**src/rtl/desc64_cfg.svh**
```systemverilog
//////////////////////////////
// register bus widths, register offsets and
// descriptor queue depth of the DMA front end.
//////////////////////////////

`ifndef DESC64_CFG_SVH
`define DESC64_CFG_SVH

// register bus.
`define DESC64_DW                 64     // data width in bits.
`define DESC64_AW                 8      // byte address width.

// register map, byte offsets.
`define DESC64_CONF_OFFSET        8'h00
`define DESC64_STATUS_OFFSET      8'h08
`define DESC64_DESC_ADDR_OFFSET   8'h10
`define DESC64_DONE_CNT_OFFSET    8'h18

`define DESC64_FIFO_DEPTH         4      // descriptor queue entries.

`endif

```
**src/rtl/desc64_pkg.sv**
```systemverilog
//////////////////////////////
// shared types of the front end: register data,
// address, strobes, descriptor address, counters.
//////////////////////////////

`include "desc64_cfg.svh"

package desc64_pkg;

    //////////////////////////////
    // register bus
    //////////////////////////////

    typedef logic [`DESC64_DW-1:0]     reg_data_t;   // read and write data.
    typedef logic [`DESC64_AW-1:0]     reg_addr_t;   // byte address.
    typedef logic [`DESC64_DW/8-1:0]   reg_strb_t;   // one bit per data byte.

    //////////////////////////////
    // descriptor path
    //////////////////////////////

    // descriptors live in a 64-bit memory space.
    typedef logic [`DESC64_DW-1:0]     desc_addr_t;

    typedef logic [31:0]               done_cnt_t;   // completed descriptors.

    // needs to hold 0 up to the full depth.
    typedef logic [$clog2(`DESC64_FIFO_DEPTH+1)-1:0] fifo_level_t;

endpackage

```
**src/rtl/desc64_reg_if.sv**
```systemverilog
//////////////////////////////
// register bus interface with requester and
// completer modports.
//////////////////////////////

`timescale 1ns/1ps

interface desc64_reg_if;

    logic                  valid;   // request present.
    logic                  ready;   // completer takes it this cycle.
    desc64_pkg::reg_addr_t addr;
    logic                  write;   // 1 for write, 0 for read.
    desc64_pkg::reg_data_t wdata;
    desc64_pkg::reg_strb_t wstrb;
    desc64_pkg::reg_data_t rdata;   // valid in the handshake cycle.
    logic                  error;   // valid in the handshake cycle.

    modport requester (
        output valid, addr, write, wdata, wstrb,
        input  ready, rdata, error
    );

    modport completer (
        input  valid, addr, write, wdata, wstrb,
        output ready, rdata, error
    );

endinterface

```
**src/rtl/desc64_desc_fifo.sv**
```systemverilog
//////////////////////////////
// descriptor address FIFO with valid/ready on
// both sides and a fill level output.
//////////////////////////////

`timescale 1ns/1ps
`include "desc64_cfg.svh"

module desc64_desc_fifo (
    input  logic                    clk_i,
    input  logic                    arst_n_i,
    input  logic                    push_valid_i,
    output logic                    push_ready_o,
    input  desc64_pkg::desc_addr_t  push_addr_i,
    output logic                    pop_valid_o,
    input  logic                    pop_ready_i,
    output desc64_pkg::desc_addr_t  pop_addr_o,
    output desc64_pkg::fifo_level_t level_o
);

    localparam int PTR_W = $clog2(`DESC64_FIFO_DEPTH);

    desc64_pkg::desc_addr_t  mem_q [`DESC64_FIFO_DEPTH];
    logic [PTR_W-1:0]        wr_ptr_q;
    logic [PTR_W-1:0]        rd_ptr_q;
    desc64_pkg::fifo_level_t level_q;
    logic                    do_push;
    logic                    do_pop;

    function automatic logic [PTR_W-1:0] next_ptr(input logic [PTR_W-1:0] ptr);
        if (ptr == PTR_W'(`DESC64_FIFO_DEPTH - 1)) begin
            return '0;
        end
        return ptr + 1'b1;
    endfunction

    assign push_ready_o = (level_q < `DESC64_FIFO_DEPTH);
    assign pop_valid_o  = (level_q != '0);
    assign pop_addr_o   = mem_q[rd_ptr_q];   // head entry.
    assign level_o      = level_q;

    assign do_push = push_valid_i && push_ready_o;
    assign do_pop  = pop_valid_o && pop_ready_i;

    always_ff @(posedge clk_i) begin
        if (do_push) begin
            mem_q[wr_ptr_q] <= push_addr_i;
        end
    end

    always_ff @(posedge clk_i or negedge arst_n_i) begin
        if (!arst_n_i) begin
            wr_ptr_q <= '0;
            rd_ptr_q <= '0;
            level_q  <= '0;
        end else begin
            if (do_push) begin
                wr_ptr_q <= next_ptr(wr_ptr_q);
            end
            if (do_pop) begin
                rd_ptr_q <= next_ptr(rd_ptr_q);
            end
            case ({do_push, do_pop})
                2'b10:   level_q <= level_q + 1'b1;
                2'b01:   level_q <= level_q - 1'b1;
                default: level_q <= level_q;      // both or neither.
            endcase
        end
    end

endmodule

```
**src/rtl/desc64_frontend_top.sv**
```systemverilog
//////////////////////////////
// top level of the DMA descriptor front end.
//////////////////////////////

`timescale 1ns/1ps

module desc64_frontend_top (
    input  logic                   clk_i,
    input  logic                   arst_n_i,
    input  logic                   devmode_i,
    input  logic                   reg_valid_i,
    input  logic                   reg_write_i,
    input  desc64_pkg::reg_addr_t  reg_addr_i,
    input  desc64_pkg::reg_data_t  reg_wdata_i,
    input  desc64_pkg::reg_strb_t  reg_wstrb_i,
    output logic                   reg_ready_o,
    output logic                   reg_error_o,
    output desc64_pkg::reg_data_t  reg_rdata_o,
    output logic                   desc_valid_o,
    output desc64_pkg::desc_addr_t desc_addr_o,
    input  logic                   desc_ready_i,
    input  logic                   desc_done_i
);

    desc64_reg_if outer_bus ();
    desc64_reg_if inner_bus ();

    logic                    desc_push_valid;
    logic                    desc_push_ready;
    desc64_pkg::desc_addr_t  desc_push_addr;
    logic                    desc_addr_qe;
    desc64_pkg::fifo_level_t fifo_level;

    // outer bus from the top-level ports.
    assign outer_bus.valid = reg_valid_i;
    assign outer_bus.addr  = reg_addr_i;
    assign outer_bus.write = reg_write_i;
    assign outer_bus.wdata = reg_wdata_i;
    assign outer_bus.wstrb = reg_wstrb_i;
    assign reg_ready_o     = outer_bus.ready;
    assign reg_rdata_o     = outer_bus.rdata;
    assign reg_error_o     = outer_bus.error;

    desc64_reg_wrapper u_wrapper (
        .clk_i             (clk_i),
        .arst_n_i          (arst_n_i),
        .outer             (outer_bus.completer),
        .inner             (inner_bus.requester),
        .desc_addr_qe_i    (desc_addr_qe),
        .desc_push_ready_i (desc_push_ready),
        .desc_push_valid_o (desc_push_valid)
    );

    desc64_reg_file u_reg_file (
        .clk_i          (clk_i),
        .arst_n_i       (arst_n_i),
        .bus            (inner_bus.completer),
        .devmode_i      (devmode_i),
        .desc_addr_o    (desc_push_addr),
        .desc_addr_qe_o (desc_addr_qe),
        .fifo_level_i   (fifo_level),
        .desc_done_i    (desc_done_i)
    );

    desc64_desc_fifo u_fifo (
        .clk_i        (clk_i),
        .arst_n_i     (arst_n_i),
        .push_valid_i (desc_push_valid),
        .push_ready_o (desc_push_ready),
        .push_addr_i  (desc_push_addr),
        .pop_valid_o  (desc_valid_o),
        .pop_ready_i  (desc_ready_i),
        .pop_addr_o   (desc_addr_o),
        .level_o      (fifo_level)
    );

endmodule

```
**src/rtl/desc64_reg_file.sv**
```systemverilog
//////////////////////////////
// register file of the front end: configuration,
// status, descriptor address and done counter.
//////////////////////////////

`timescale 1ns/1ps
`include "desc64_cfg.svh"

module desc64_reg_file (
    input  logic                    clk_i,
    input  logic                    arst_n_i,
    desc64_reg_if.completer         bus,
    input  logic                    devmode_i,
    output desc64_pkg::desc_addr_t  desc_addr_o,
    output logic                    desc_addr_qe_o,
    input  desc64_pkg::fifo_level_t fifo_level_i,
    input  logic                    desc_done_i
);

    desc64_pkg::reg_data_t  conf_q;
    desc64_pkg::desc_addr_t desc_addr_q;
    logic                   desc_addr_qe_q;
    desc64_pkg::done_cnt_t  done_cnt_q;
    desc64_pkg::reg_data_t  status_val;
    logic                   fifo_full;
    logic                   known_addr;
    logic                   wr_en;
    logic                   conf_wr;
    logic                   desc_wr;

    //////////////////////////////
    // decode
    //////////////////////////////

    assign bus.ready = 1'b1;                      // never stalls by itself.
    assign wr_en     = bus.valid && bus.write;
    assign conf_wr   = wr_en && (bus.addr == `DESC64_CONF_OFFSET);
    assign desc_wr   = wr_en && (bus.addr == `DESC64_DESC_ADDR_OFFSET);

    assign fifo_full  = (fifo_level_i == desc64_pkg::fifo_level_t'(`DESC64_FIFO_DEPTH));
    assign status_val = {{(`DESC64_DW-4){1'b0}}, fifo_full, fifo_level_i};

    always_comb begin
        known_addr = 1'b1;
        bus.rdata  = '0;
        case (bus.addr)
            `DESC64_CONF_OFFSET:      bus.rdata = conf_q;
            `DESC64_STATUS_OFFSET:    bus.rdata = status_val;
            `DESC64_DESC_ADDR_OFFSET: bus.rdata = '0;   // write-only register.
            `DESC64_DONE_CNT_OFFSET:  bus.rdata = desc64_pkg::reg_data_t'(done_cnt_q);
            default:                  known_addr = 1'b0;
        endcase
    end

    // unknown offsets are only flagged in developer mode.
    assign bus.error = bus.valid && !known_addr && devmode_i;

    //////////////////////////////
    // configuration
    //////////////////////////////

    always_ff @(posedge clk_i or negedge arst_n_i) begin
        if (!arst_n_i) begin
            conf_q <= '0;
        end else if (conf_wr) begin
            for (int b = 0; b < `DESC64_DW/8; b++) begin
                if (bus.wstrb[b]) begin
                    conf_q[b*8 +: 8] <= bus.wdata[b*8 +: 8];   // per byte lane.
                end
            end
        end
    end

    //////////////////////////////
    // descriptor address
    //////////////////////////////

    // the whole word is taken, strobes do not apply here.
    always_ff @(posedge clk_i) begin
        if (desc_wr) begin
            desc_addr_q <= bus.wdata;
        end
    end

    always_ff @(posedge clk_i or negedge arst_n_i) begin
        if (!arst_n_i) begin
            desc_addr_qe_q <= 1'b0;
        end else begin
            desc_addr_qe_q <= desc_wr;            // one cycle after the write.
        end
    end

    assign desc_addr_o    = desc_addr_q;
    assign desc_addr_qe_o = desc_addr_qe_q;

    //////////////////////////////
    // completion counter
    //////////////////////////////

    always_ff @(posedge clk_i or negedge arst_n_i) begin
        if (!arst_n_i) begin
            done_cnt_q <= '0;
        end else if (desc_done_i) begin
            done_cnt_q <= done_cnt_q + 1'b1;
        end
    end

endmodule

```
**src/rtl/desc64_reg_wrapper.sv**
```systemverilog
//////////////////////////////
// back-pressure wrapper between the register bus
// and the register file, with the held push flag.
//////////////////////////////

`timescale 1ns/1ps
`include "desc64_cfg.svh"

module desc64_reg_wrapper (
    input  logic            clk_i,
    input  logic            arst_n_i,
    desc64_reg_if.completer outer,
    desc64_reg_if.requester inner,
    input  logic            desc_addr_qe_i,
    input  logic            desc_push_ready_i,
    output logic            desc_push_valid_o
);

    logic is_desc;        // request targets the descriptor address.
    logic desc_gate;      // queue can take a new descriptor.
    logic push_held_q;

    assign is_desc = (outer.addr == `DESC64_DESC_ADDR_OFFSET);

    // a push is pending from the strobe cycle until the queue accepts it.
    assign desc_push_valid_o = desc_addr_qe_i || push_held_q;
    assign desc_gate         = desc_push_ready_i && !desc_push_valid_o;

    //////////////////////////////
    // request and response
    //////////////////////////////

    assign inner.valid = is_desc ? (outer.valid && desc_gate) : outer.valid;
    assign outer.ready = is_desc ? (inner.ready && desc_gate) : inner.ready;

    assign inner.addr  = outer.addr;
    assign inner.write = outer.write;
    assign inner.wdata = outer.wdata;
    assign inner.wstrb = outer.wstrb;
    assign outer.rdata = inner.rdata;
    assign outer.error = inner.error;

    //////////////////////////////
    // held push
    //////////////////////////////

    // keeps a strobe that met a full queue alive until ready returns.
    always_ff @(posedge clk_i or negedge arst_n_i) begin
        if (!arst_n_i) begin
            push_held_q <= 1'b0;
        end else if (desc_addr_qe_i && !desc_push_ready_i) begin
            push_held_q <= 1'b1;
        end else if (desc_push_ready_i) begin
            push_held_q <= 1'b0;                  // push taken this edge.
        end
    end

endmodule
```
**config.mk**
```make
export PLATFORM = sky130hd
export DESIGN_NAME = desc64_frontend_top
export DESIGN_NICKNAME = d
export VERILOG_FILES = /design/src/rtl/desc64_pkg.sv /design/src/rtl/desc64_reg_if.sv /design/src/rtl/desc64_desc_fifo.sv /design/src/rtl/desc64_frontend_top.sv /design/src/rtl/desc64_reg_file.sv /design/src/rtl/desc64_reg_wrapper.sv
export VERILOG_INCLUDE_DIRS = /design/src /design/src/rtl
export SDC_FILE = /design/constraint.sdc
export NUM_CORES = 1
export LEC_CHECK = 0
export ABC_CLOCK_PERIOD_IN_PS = 9300
export BUFFER_PORTS_ARGS = -buffer_cell sky130_fd_sc_hd__clkbuf_2
export CORE_ASPECT_RATIO = 1.5
export CORE_MARGIN = 4
export CORE_UTILIZATION = 40
export CTS_BUF_LIST = sky130_fd_sc_hd__clkbuf_8
export DETAILED_ROUTE_END_ITERATION = 6
export HOLD_SLACK_MARGIN = 0.15
export PLACE_DENSITY_LB_ADDON = 0.25
export SYNTH_ARGS = -nofsm -noshare
export SYNTH_HDL_FRONTEND = slang
export SYNTH_SLANG_ARGS = --single-unit
```
**constraint.sdc**
```tcl
create_clock -name clk_i -period 9.3 [get_ports clk_i]
set_input_delay 1.86 -clock clk_i [delete_from_list [all_inputs] [get_ports clk_i]]
set_output_delay 1.86 -clock clk_i [all_outputs]
set_load 0.02 [all_outputs]
```
==> run metrics, run 1 <==
data arrival time of the critical path 3.74 ns; max-cap viol count 0; setup_tns 0 ns; vias in the first global route 9028; Rows 90; sequential-to-total area share from yosys stat 0.756; Tot GR Track Use 0.160; Max Root-Sink Buffers 3; relative max-transition margin 0.200; Critical Path Max Stage Delay 0.96 ns; fin area 19200 µm²; Pins Over Slew Limit 0; Post-Synthesis Cells 812; Die H 254 µm; Power Internal 0.00325 W; TritonCTS clock tree yes; Post-route DRC 0; placed insts 1515; largest net degree at the start of global routing 69; grt total ovfl 0; CP cell instances clkbuf_2, nor2_1, and3_1, and3_1, a22o_1, clkbuf_2; fin crit share 0.603; Layout Nets 1172; Synth cell types 39; Fin. Hold Viols 0; Area Overhead vs Synth 18.4%; clk sinks 425; first-pass GRT wire length 52.4 mm; GP Congestion 0.759; Post-CTS Setup Bufs 0; initial antenna violation count 1; Fill cells 3475; Leakage 7.49 nW; Crit Path Category input pin to output port; RSZ-0062 raised after global routing no; flops & latches, synth 425; final wirelength 34.5 mm; Fmax 178 MHz; Psw 0.00126 W; CP Max Fanout 28; Max H-tree Level 3; worst skew pair latency 0.59 ns; PortBufs 217; Placement Cell Area 17900 µm²; Total Power 0.00452 W; vias per cell 5.08; DR pass1 iterations 4; Net Sw Frac 0.280; # setup viols final 0; hold_buf cts 0; kind of cell adding the most delay to the critical path simple AND/OR/NAND/NOR gates; Ys Warns 0; post-cts resize count 0; initial DRC count 360; worst hold slack 0.490 ns; Layout Skew 0.0163 ns; Final Non-Filler Cells 1636; PwrDens 236 nW/µm²; Combinational Power Share 0.190; status complete, no violations; WP buf/inv 2; CTS root buf clkbuf_8; Die ar. 43800 µm²; final worst path period need 5.60 ns; Routed Antenna Nets 0; clock share of power 0.334; DR vias 8305; WL/cell 21.1 µm; Final HPWL DP 21.5 mm; Worst Hold Class register to register; share of cells above drive strength 1 0.415; Reg power frac 0.476; Mean Syn Cell Area 19.9 µm²; Worst-path clk slew 0.06 ns; Crit-path slowest cell and3_1; Slew @ Worst Pin 1.20 ns; Startpoint Class input pin; Critical Path End Type output port; Critical Path RT 7.44 ns; area of the mapped netlist 16200 µm²; Die Wd 172 µm; Post-Syn Nets 907; Num CTS Buffers 66; core box area 40100 µm²; Max VDD drop 0.000125 V; io pins 218; initial core utilization 0.404
## cell usage after synthesis
cell type / count / area, µm²
edfxtp_1: 320 / 9610
dfrtp_1: 105 / 2630
mux2_2: 64 / 721
mux4_2: 64 / 1440
and2_1: 38 / 238
a22o_1: 28 / 245
nand2_1: 21 / 78.8
xnor2_1: 18 / 158
nor2_1: 17 / 63.8
xor2_1: 16 / 140
clkbuf_1: 12 / 45.0
nand3_1: 12 / 60.1
buf_2: 11 / 55.1
inv_1: 11 / 41.3
and3_1: 7 / 43.8
ha_1: 7 / 87.6
nor3_1: 7 / 35.0
nand4_1: 6 / 37.5
o21ai_0: 5 / 25.0
a22oi_1: 4 / 30.0
and4_1: 4 / 35.0
nand3_2: 4 / 40.0
nand3_4: 4 / 70.1
nor4_1: 4 / 25.0
nor4_2: 4 / 50.1
buf_1: 3 / 11.3
buf_4: 2 / 15.0
mux2_1: 2 / 22.5
nand4_2: 2 / 25.0
a211o_1: 1 / 8.76
a21o_1: 1 / 7.51
and4_2: 1 / 10.0
buf_6: 1 / 11.3
fa_1: 1 / 20.0
mux2i_1: 1 / 10.0
nor2_2: 1 / 6.26
o41ai_1: 1 / 8.76
or3_1: 1 / 6.26
or4_4: 1 / 11.3
## layout make-up
cell class	instances	area, µm²	share of cell area
clock inverters	42	226	0.0118
flip-flops and latches	425	12200	0.639
clock buffers	78	1070	0.0560
repair buffers	226	1160	0.0603
diodes	1	2.50	0.000131
multi-input cells	347	3780	0.197
well taps	506	633	0.0330
inverters	11	41.3	0.00216
## cell families (layout without fill, tap and decap cells)
logic type / Yosys count / after routing / share of synthesized area
DFF: 425 / 425 / 0.756
muxes: 131 / 131 / 0.136
other: 0 / 1 / 0
xor gates and xnor gates: 34 / 34 / 0.0184
adders and majority gates: 8 / 8 / 0.00665
and+or+nand+nor: 134 / 134 / 0.0517
AOI/OAI and AO/OA: 40 / 40 / 0.0201
buffers and inverters: 40 / 357 / 0.0111
## metal layers
layer  global-route usage  routed length [µm]
met1                0.186               13200
met2                0.292               19200
met3               0.0357                1560
met4               0.0492                 535
met5                    0                   0
## through the flow
stage                      util  worst slack [ns]
after floorplan               -             0.105
after CTS                 0.478              3.68
after global routing      0.478              3.54
after detailed placement  0.445              3.68
after global placement    0.445              3.79
final                     0.478              3.70
## registers in the layout (all words and copies together), names as in the netlist
signal and flops:
u_wrapper.push_held_q 1, u_reg_file.conf_q 64, u_fifo.rd_ptr_q 2, u_reg_file.desc_addr_o 64, u_fifo.level_o 3, u_fifo.mem_q 256, u_reg_file.done_cnt_q 32, u_fifo.wr_ptr_q 2
u_reg_file.desc_addr_qe_o 1
## power by group through the flow
stage               clock network, W  logic, W  registers [W]
CTS                          0.00157  0.000890        0.00215
finish                       0.00151  0.000859        0.00215
floorplan                          0  0.000645        0.00212
global route                 0.00166  0.000930        0.00216
detailed placement                 0  0.000889        0.00219
global placement                   0  0.000887        0.00219
## layout by cell type (no fill, tap or decap), types with 10 or more instances in the layout
master	instances
mux2_2	64
mux4_2	64
clkbuf_8	78
dfrtp_1	103
edfxtp_1	320
nor2_1	17
nand3_1	12
xnor2_1	18
xor2_1	16
and2_1	34
nand2_1	21
inv_1	37
a22o_1	28
clkbuf_2	216
buf_4	10
## path summary, 6_finish.rpt
path                                                 start               endpoint  slack (ns)  depth (start not counted)
worst max-delay path                         reg_addr_i[7]        reg_rdata_o[26]        3.70                          6
worst min-delay path            u_reg_file.desc_addr_o[52]    u_fifo.mem_q[0][52]        0.49                          0
worst max register to register           u_fifo.level_o[2]    u_fifo.mem_q[2][62]        6.98                          3
worst min register to register  u_reg_file.desc_addr_o[52]    u_fifo.mem_q[0][52]        0.49                          0
max in group asynchronous                         arst_n_i     u_fifo.rd_ptr_q[0]        6.60                          2
min in group asynchronous                         arst_n_i  u_reg_file.conf_q[52]        1.34                          1
Power figures use the tool's default switching activity.
==> run 2: changes to the inputs <==
--- a/config.mk
+++ b/config.mk
@@ -6,7 +6,7 @@
 export SDC_FILE = /design/constraint.sdc
 export NUM_CORES = 1
 export LEC_CHECK = 0
-export ABC_CLOCK_PERIOD_IN_PS = 9300
+export ABC_CLOCK_PERIOD_IN_PS = 5700
 export BUFFER_PORTS_ARGS = -buffer_cell sky130_fd_sc_hd__clkbuf_2
 export CORE_ASPECT_RATIO = 1.5
 export CORE_MARGIN = 4
==> constraint.sdc (replaced) <==
create_clock -name clk_i -period 5.7 [get_ports clk_i]
set_input_delay 1.14 -clock clk_i [delete_from_list [all_inputs] [get_ports clk_i]]
set_output_delay 1.14 -clock clk_i [all_outputs]
set_load 0.02 [all_outputs]
==> run metrics, run 2 (synthesized netlist as in run 1, its figures left out) <==
WL/cell 21.1 µm (about the same); Critical Path End Type output port (unchanged); share of cells above drive strength 1 0.413 (was 0.415); relative max-transition margin 0.228 (was 0.200); Pins Over Slew Limit 0 (unchanged); largest net degree at the start of global routing 67 (was 69); critical hold path startpoint u_reg_file.desc_addr_o[43] (was u_reg_file.desc_addr_o[52]); Slew @ Worst Pin 1.16 ns (was 1.20 ns); CP cell instances clkbuf_2, nor2_1, and3_1, and3_1, a22o_1, clkbuf_2 (unchanged); Final HPWL DP 21.9 mm (was 21.5 mm); most frequent cells in the layout 320 x edfxtp_1, 216 x clkbuf_2, 103 x dfrtp_1 (unchanged); vias in the first global route 8860 (was 9028); placed insts 1514 (was 1515); data arrival time of the critical path 2.97 ns (was 3.74 ns); core box area 40100 µm² (unchanged); PwrDens 383 nW/µm² (was 236 nW/µm²); CP Max Fanout 28 (unchanged); first-pass GRT wire length 52.5 mm (was 52.4 mm); # setup viols final 0 (unchanged); Psw 0.00205 W (was 0.00126 W); Crit Reg-Reg Endpoint u_fifo.mem_q[3][48] (was u_fifo.mem_q[2][62]); Worst Hold End u_fifo.mem_q[2][43] (was u_fifo.mem_q[0][52]); CTS root buf clkbuf_8 (unchanged); FF-to-FF setup slack 3.22 ns (was 6.98 ns); Num CTS Buffers 61 (was 66); Placement Cell Area 17900 µm² (about the same); fin area 19200 µm² (about the same); post-cts resize count 0 (unchanged); Total Power 0.00734 W (was 0.00452 W); grt total ovfl 0 (unchanged); hold path depth 0 (unchanged); initial DRC count 421 (was 360); io pins 218 (unchanged); setup_tns 0 ns (unchanged); fin crit share 0.721; Power Internal 0.00529 W (was 0.00325 W); Critical Path RT 4.56 ns (was 7.44 ns); max-cap viol count 0 (unchanged); Crit Path Category input pin to output port (unchanged); Net Sw Frac 0.279 (was 0.280); Max VDD drop 0.000269 V (was 0.000125 V); Largest register FFs 256 (unchanged); Layout Skew 0.0186 ns (was 0.0163 ns); Die Wd 172 µm (unchanged); DR vias 8265 (was 8305); register area 12200 µm² (unchanged); commonest non-fill, non-tap cell in the layout edfxtp_1 (unchanged); initial core utilization 0.404 (unchanged); hold_buf cts 0 (unchanged); Layout Nets 1166 (was 1172); vias per cell 5.07 (was 5.08); worst reg-to-reg path cell count 3 (unchanged); status complete, no violations (unchanged); Rows 90 (unchanged); worst skew pair latency 0.60 ns (was 0.59 ns); Routed Antenna Nets 0 (unchanged); Leakage 7.46 nW (was 7.49 nW); PortBufs 217 (unchanged); Area Overhead vs Synth 18.4% (about the same); TritonCTS clock tree yes (unchanged); footprint of the multi-input gates 3790 µm² (was 3780 µm²); Fill cells 3462 (was 3475); reg2reg start u_fifo.level_o[2] (unchanged); Worst Hold Class register to register (unchanged); Combinational Power Share 0.181 (was 0.190); Top reg by flops u_fifo.mem_q (unchanged); initial antenna violation count 1 (unchanged); Tot GR Track Use 0.159 (was 0.160); Max Root-Sink Buffers 3 (unchanged); Critical Path Max Stage Delay 0.93 ns (was 0.96 ns); Reg power frac 0.488 (was 0.476); Post-CTS Setup Bufs 0 (unchanged); Startpoint Class input pin (unchanged); Max H-tree Level 2 (was 3); DR pass1 iterations 4 (unchanged); Fmax 243 MHz; clock share of power 0.331 (was 0.334); RSZ-0062 raised after global routing no (unchanged); Post-route DRC 0 (unchanged); Crit-path slowest cell and3_1 (unchanged); Final Non-Filler Cells 1630 (was 1636); final worst path period need 4.11 ns; Die ar. 43800 µm² (unchanged); GP Congestion 0.771 (was 0.759); Die H 254 µm (unchanged); Worst-path clk slew 0.06 ns (about the same); final wirelength 34.4 mm (was 34.5 mm); clk sinks 425 (unchanged); Fin. Hold Viols 0 (unchanged)
## run 2: cell count changes in the layout (fill, tap and decap cells not counted), sizes merged
cell,change
buf,-1
inv,-3
bufinv,+1
clkbuf,-4
clkinvlp,+1
## run 2: area by class of cell
class / count / area share
Clock buffer: 74 / 0.0532
Clock inverter: 41 / 0.0131
Inverter: 11 / 0.00216
Timing Repair Buffer: 225 / 0.0613
Antenna cell: 1 / 0.000131
Multi-Input combinational cell: 347 / 0.198
Tap cell: 506 / 0.0331
Sequential cell: 425 / 0.639
## run 2: power groups by stage
stage | sequential [W] | clock (W) | combinational (W)
after floorplan | 0.00346 | 0 | 0.00105
after global placement | 0.00367 | 0 | 0.00137
after detailed placement | 0.00367 | 0 | 0.00137
final | 0.00359 | 0.00243 | 0.00133
after CTS | 0.00360 | 0.00252 | 0.00137
after global routing | 0.00362 | 0.00267 | 0.00143
## run 2: metal layers
metal / wire length (µm) / track usage
met1: 13200 / 0.190
met4: 762 / 0.0492
met3: 1400 / 0.0284
met5: 0 / 0
met2: 19000 / 0.292
## run 2: how the worst max path moves through the flow
stage	from	endpoint	slack, ns	depth (start not counted)
finish	reg_addr_i[7]	reg_rdata_o[24]	1.59	6
global route	reg_addr_i[2]	reg_rdata_o[31]	1.38	6
CTS	reg_addr_i[7]	reg_rdata_o[24]	1.54	6
detailed placement	reg_addr_i[7]	reg_rdata_o[24]	1.56	6
global placement	reg_addr_i[7]	reg_rdata_o[19]	1.63	6
floorplan	reg_write_i	u_reg_file.desc_addr_o[0]	0.05	4
## run 2: stage by stage
| stage | setup slack, ns | hold slack [ns] | util |
|---|---|---|---|
| floorplan | 0.0545 | 0.446 | - |
| global placement | 1.63 | 0.467 | 0.446 |
| detailed placement | 1.56 | 0.482 | 0.446 |
| CTS | 1.54 | 0.492 | 0.478 |
| global route | 1.38 | 0.509 | 0.478 |
| finish | 1.59 | 0.488 | 0.478 |
## run 2: critical path, delay by kind of cell
family | cells | cell delay (ns)
compound gates | 1 | 0.27
buf+inv | 2 | 0.26
simple gates | 3 | 1.28
==> run 3: changes to the inputs <==
--- a/config.mk
+++ b/config.mk
@@ -6,7 +6,7 @@
 export SDC_FILE = /design/constraint.sdc
 export NUM_CORES = 1
 export LEC_CHECK = 0
-export ABC_CLOCK_PERIOD_IN_PS = 5700
+export ABC_CLOCK_PERIOD_IN_PS = 3700
 export BUFFER_PORTS_ARGS = -buffer_cell sky130_fd_sc_hd__clkbuf_2
 export CORE_ASPECT_RATIO = 1.5
 export CORE_MARGIN = 4
==> constraint.sdc (replaced) <==
create_clock -name clk_i -period 3.7 [get_ports clk_i]
set_input_delay 0.74 -clock clk_i [delete_from_list [all_inputs] [get_ports clk_i]]
set_output_delay 0.74 -clock clk_i [all_outputs]
set_load 0.02 [all_outputs]
==> run metrics, run 3 (synthesized netlist as in run 1, its figures left out) <==
most frequent cells in the layout 320 x edfxtp_1, 216 x clkbuf_2, 103 x dfrtp_1 (unchanged); DR vias 8463 (was 8265); post-cts resize count 0 (unchanged); final worst path period need 3.21 ns; initial core utilization 0.404 (unchanged); DR pass1 iterations 4 (unchanged); CTS root buf clkbuf_8 (unchanged); Reg power frac 0.468 (was 0.488); WL/cell 21.3 µm (was 21.1 µm); final setup margin 0.490 ns (was 1.59 ns); grt total ovfl 0 (unchanged); pre-CTS setup slack 0.708 ns (was 1.56 ns); metal3 WL 1.62 mm (was 1.40 mm); Total Power 0.0116 W (was 0.00734 W); first-pass GRT wire length 53.0 mm (was 52.5 mm); Num CTS Buffers 67 (was 61); Largest register FFs 256 (unchanged); M1 WL 13.1 mm (was 13.2 mm); initial DRC count 373 (was 421); Crit Path Category register to output port (was input pin to output port); Worst Hold Class input pin to async pin (was register to register); core box area 40100 µm² (unchanged); GP Congestion 0.789 (was 0.771); fin crit share 0.868; Die Wd 172 µm (unchanged); commonest non-fill, non-tap cell in the layout edfxtp_1 (unchanged); Slew @ Worst Pin 0.947 ns (was 1.16 ns); Top reg by flops u_fifo.mem_q (unchanged); FF-to-FF setup slack 1.37 ns (was 3.22 ns); Routed Antenna Nets 0 (unchanged); Worst-path clk slew 0.06 ns (about the same); PortBufs 217 (unchanged); Crit Reg-Reg Endpoint u_fifo.mem_q[0][42] (was u_fifo.mem_q[3][48]); placed insts 1521 (was 1514); TritonCTS clock tree yes (unchanged); status complete, no violations (unchanged); Post-route DRC 0 (unchanged); io pins 218 (unchanged); data arrival time of the critical path 2.47 ns (was 2.97 ns); Die ar. 43800 µm² (unchanged); Psw 0.00325 W (was 0.00205 W); share of cells above drive strength 1 0.419 (was 0.413); Final Non-Filler Cells 1646 (was 1630); reg2reg start u_fifo.level_o[2] (unchanged); Fin. Hold Viols 0 (unchanged); RSZ-0062 raised after global routing no (unchanged); worst reg-to-reg path cell count 3 (unchanged); # setup viols final 0 (unchanged); Critical Path End Type output port (unchanged); Die H 254 µm (unchanged); Critical Path RT 2.96 ns (was 4.56 ns); Startpoint Class register (was input pin); Max Root-Sink Buffers 3 (unchanged); max-cap viol count 0 (unchanged); Power Internal 0.00835 W (was 0.00529 W); Layout Skew 0.0137 ns (was 0.0186 ns); Fmax 311 MHz; PwrDens 599 nW/µm² (was 383 nW/µm²); Max VDD drop 0.000268 V (was 0.000269 V); Final HPWL DP 22.8 mm (was 21.9 mm); Area Overhead vs Synth 19.7% (was 18.4%); Leakage 7.58 nW (was 7.46 nW); CP startpoint u_fifo.rd_ptr_q[0] (was reg_addr_i[7]); Post-CTS Setup Bufs 0 (unchanged); vias in the first global route 9079 (was 8860); Tot GR Track Use 0.161 (was 0.159); CP Max Fanout 27 (was 28); Net Sw Frac 0.280 (was 0.279); clk sinks 425 (unchanged); relative max-transition margin 0.363 (was 0.228); Combinational Power Share 0.189 (was 0.181); highest routed layer met4 (unchanged); initial antenna violation count 1 (unchanged); largest net degree at the start of global routing 63 (was 67); worst skew pair latency 0.59 ns (was 0.60 ns); vias per cell 5.14 (was 5.07); final wirelength 35.1 mm (was 34.4 mm); Layout Nets 1179 (was 1166); routed length on met2 19.4 mm (was 19.0 mm); Pins Over Slew Limit 0 (unchanged); Rows 90 (unchanged); crit path capture desc_addr_o[51] (was reg_rdata_o[24]); clock share of power 0.343 (was 0.331); worst hold slack 0.282 ns (was 0.488 ns); setup_tns 0 ns (unchanged); hold_buf cts 0 (unchanged); Max H-tree Level 3 (was 2)
-- run 3: cell types whose count changed in the layout (fill, tap and decap cells not counted), sizes merged --
| cell | change |
|---|---|
| inv | +6 |
| buf | +7 |
| clkbuf | +6 |
| clkinv | -3 |
-- run 3: per-layer routing --
| layer | vias up | track usage |
|---|---|---|
| met1 | 4418 | 0.182 |
| met4 | 0 | 0.0593 |
| met5 | - | 0 |
| met3 | 69 | 0.0347 |
| li1 | 3759 | - |
| met2 | 217 | 0.297 |
-- run 3: how the worst min path moves through the flow --
| stage | startpoint | to | slack (ns) |
|---|---|---|---|
| after floorplan | arst_n_i | u_fifo.level_o[0] | 0.44 |
| after global placement | u_reg_file.desc_addr_o[59] | u_fifo.mem_q[2][59] | 0.47 |
| after detailed placement | u_reg_file.done_cnt_q[31] | u_reg_file.done_cnt_q[31] | 0.48 |
| after CTS | arst_n_i | u_reg_file.conf_q[59] | 0.28 |
| after global routing | reg_wdata_i[50] | u_reg_file.desc_addr_o[50] | 0.29 |
| final | arst_n_i | u_fifo.level_o[0] | 0.28 |
-- run 3: final cells by class --
cell class | instances | area (µm²)
Antenna cell | 1 | 2.50
Sequential cell | 425 | 12200
Multi-Input combinational cell | 347 | 3790
Clock inverter | 44 | 270
Clock buffer | 80 | 1100
Fill cell | 3428 | 20700
Timing Repair Buffer | 232 | 1290
Inverter | 11 | 41.3
Tap cell | 506 | 633
-- run 3: power by group through the flow --
stage	clock network (W)	registers [W]	logic, W
floorplan	0	0.00533	0.00162
global placement	0	0.00554	0.00227
detailed placement	0	0.00555	0.00227
CTS	0.00411	0.00545	0.00227
global route	0.00433	0.00546	0.00236
finish	0.00398	0.00543	0.00219
-- run 3: per-stage QoR --
step	utilization	area [µm²]
finish	0.483	19400
global route	0.483	19400
CTS	0.483	19400
detailed placement	0.449	18000
global placement	0.449	18000
floorplan	-	16200
-- run 3: critical path, stage by stage, from the launching register on --
cell and delay, ns:
dfrtp_4 0.81, buf_12 0.30, mux4_2 0.55, clkbuf_2 0.17
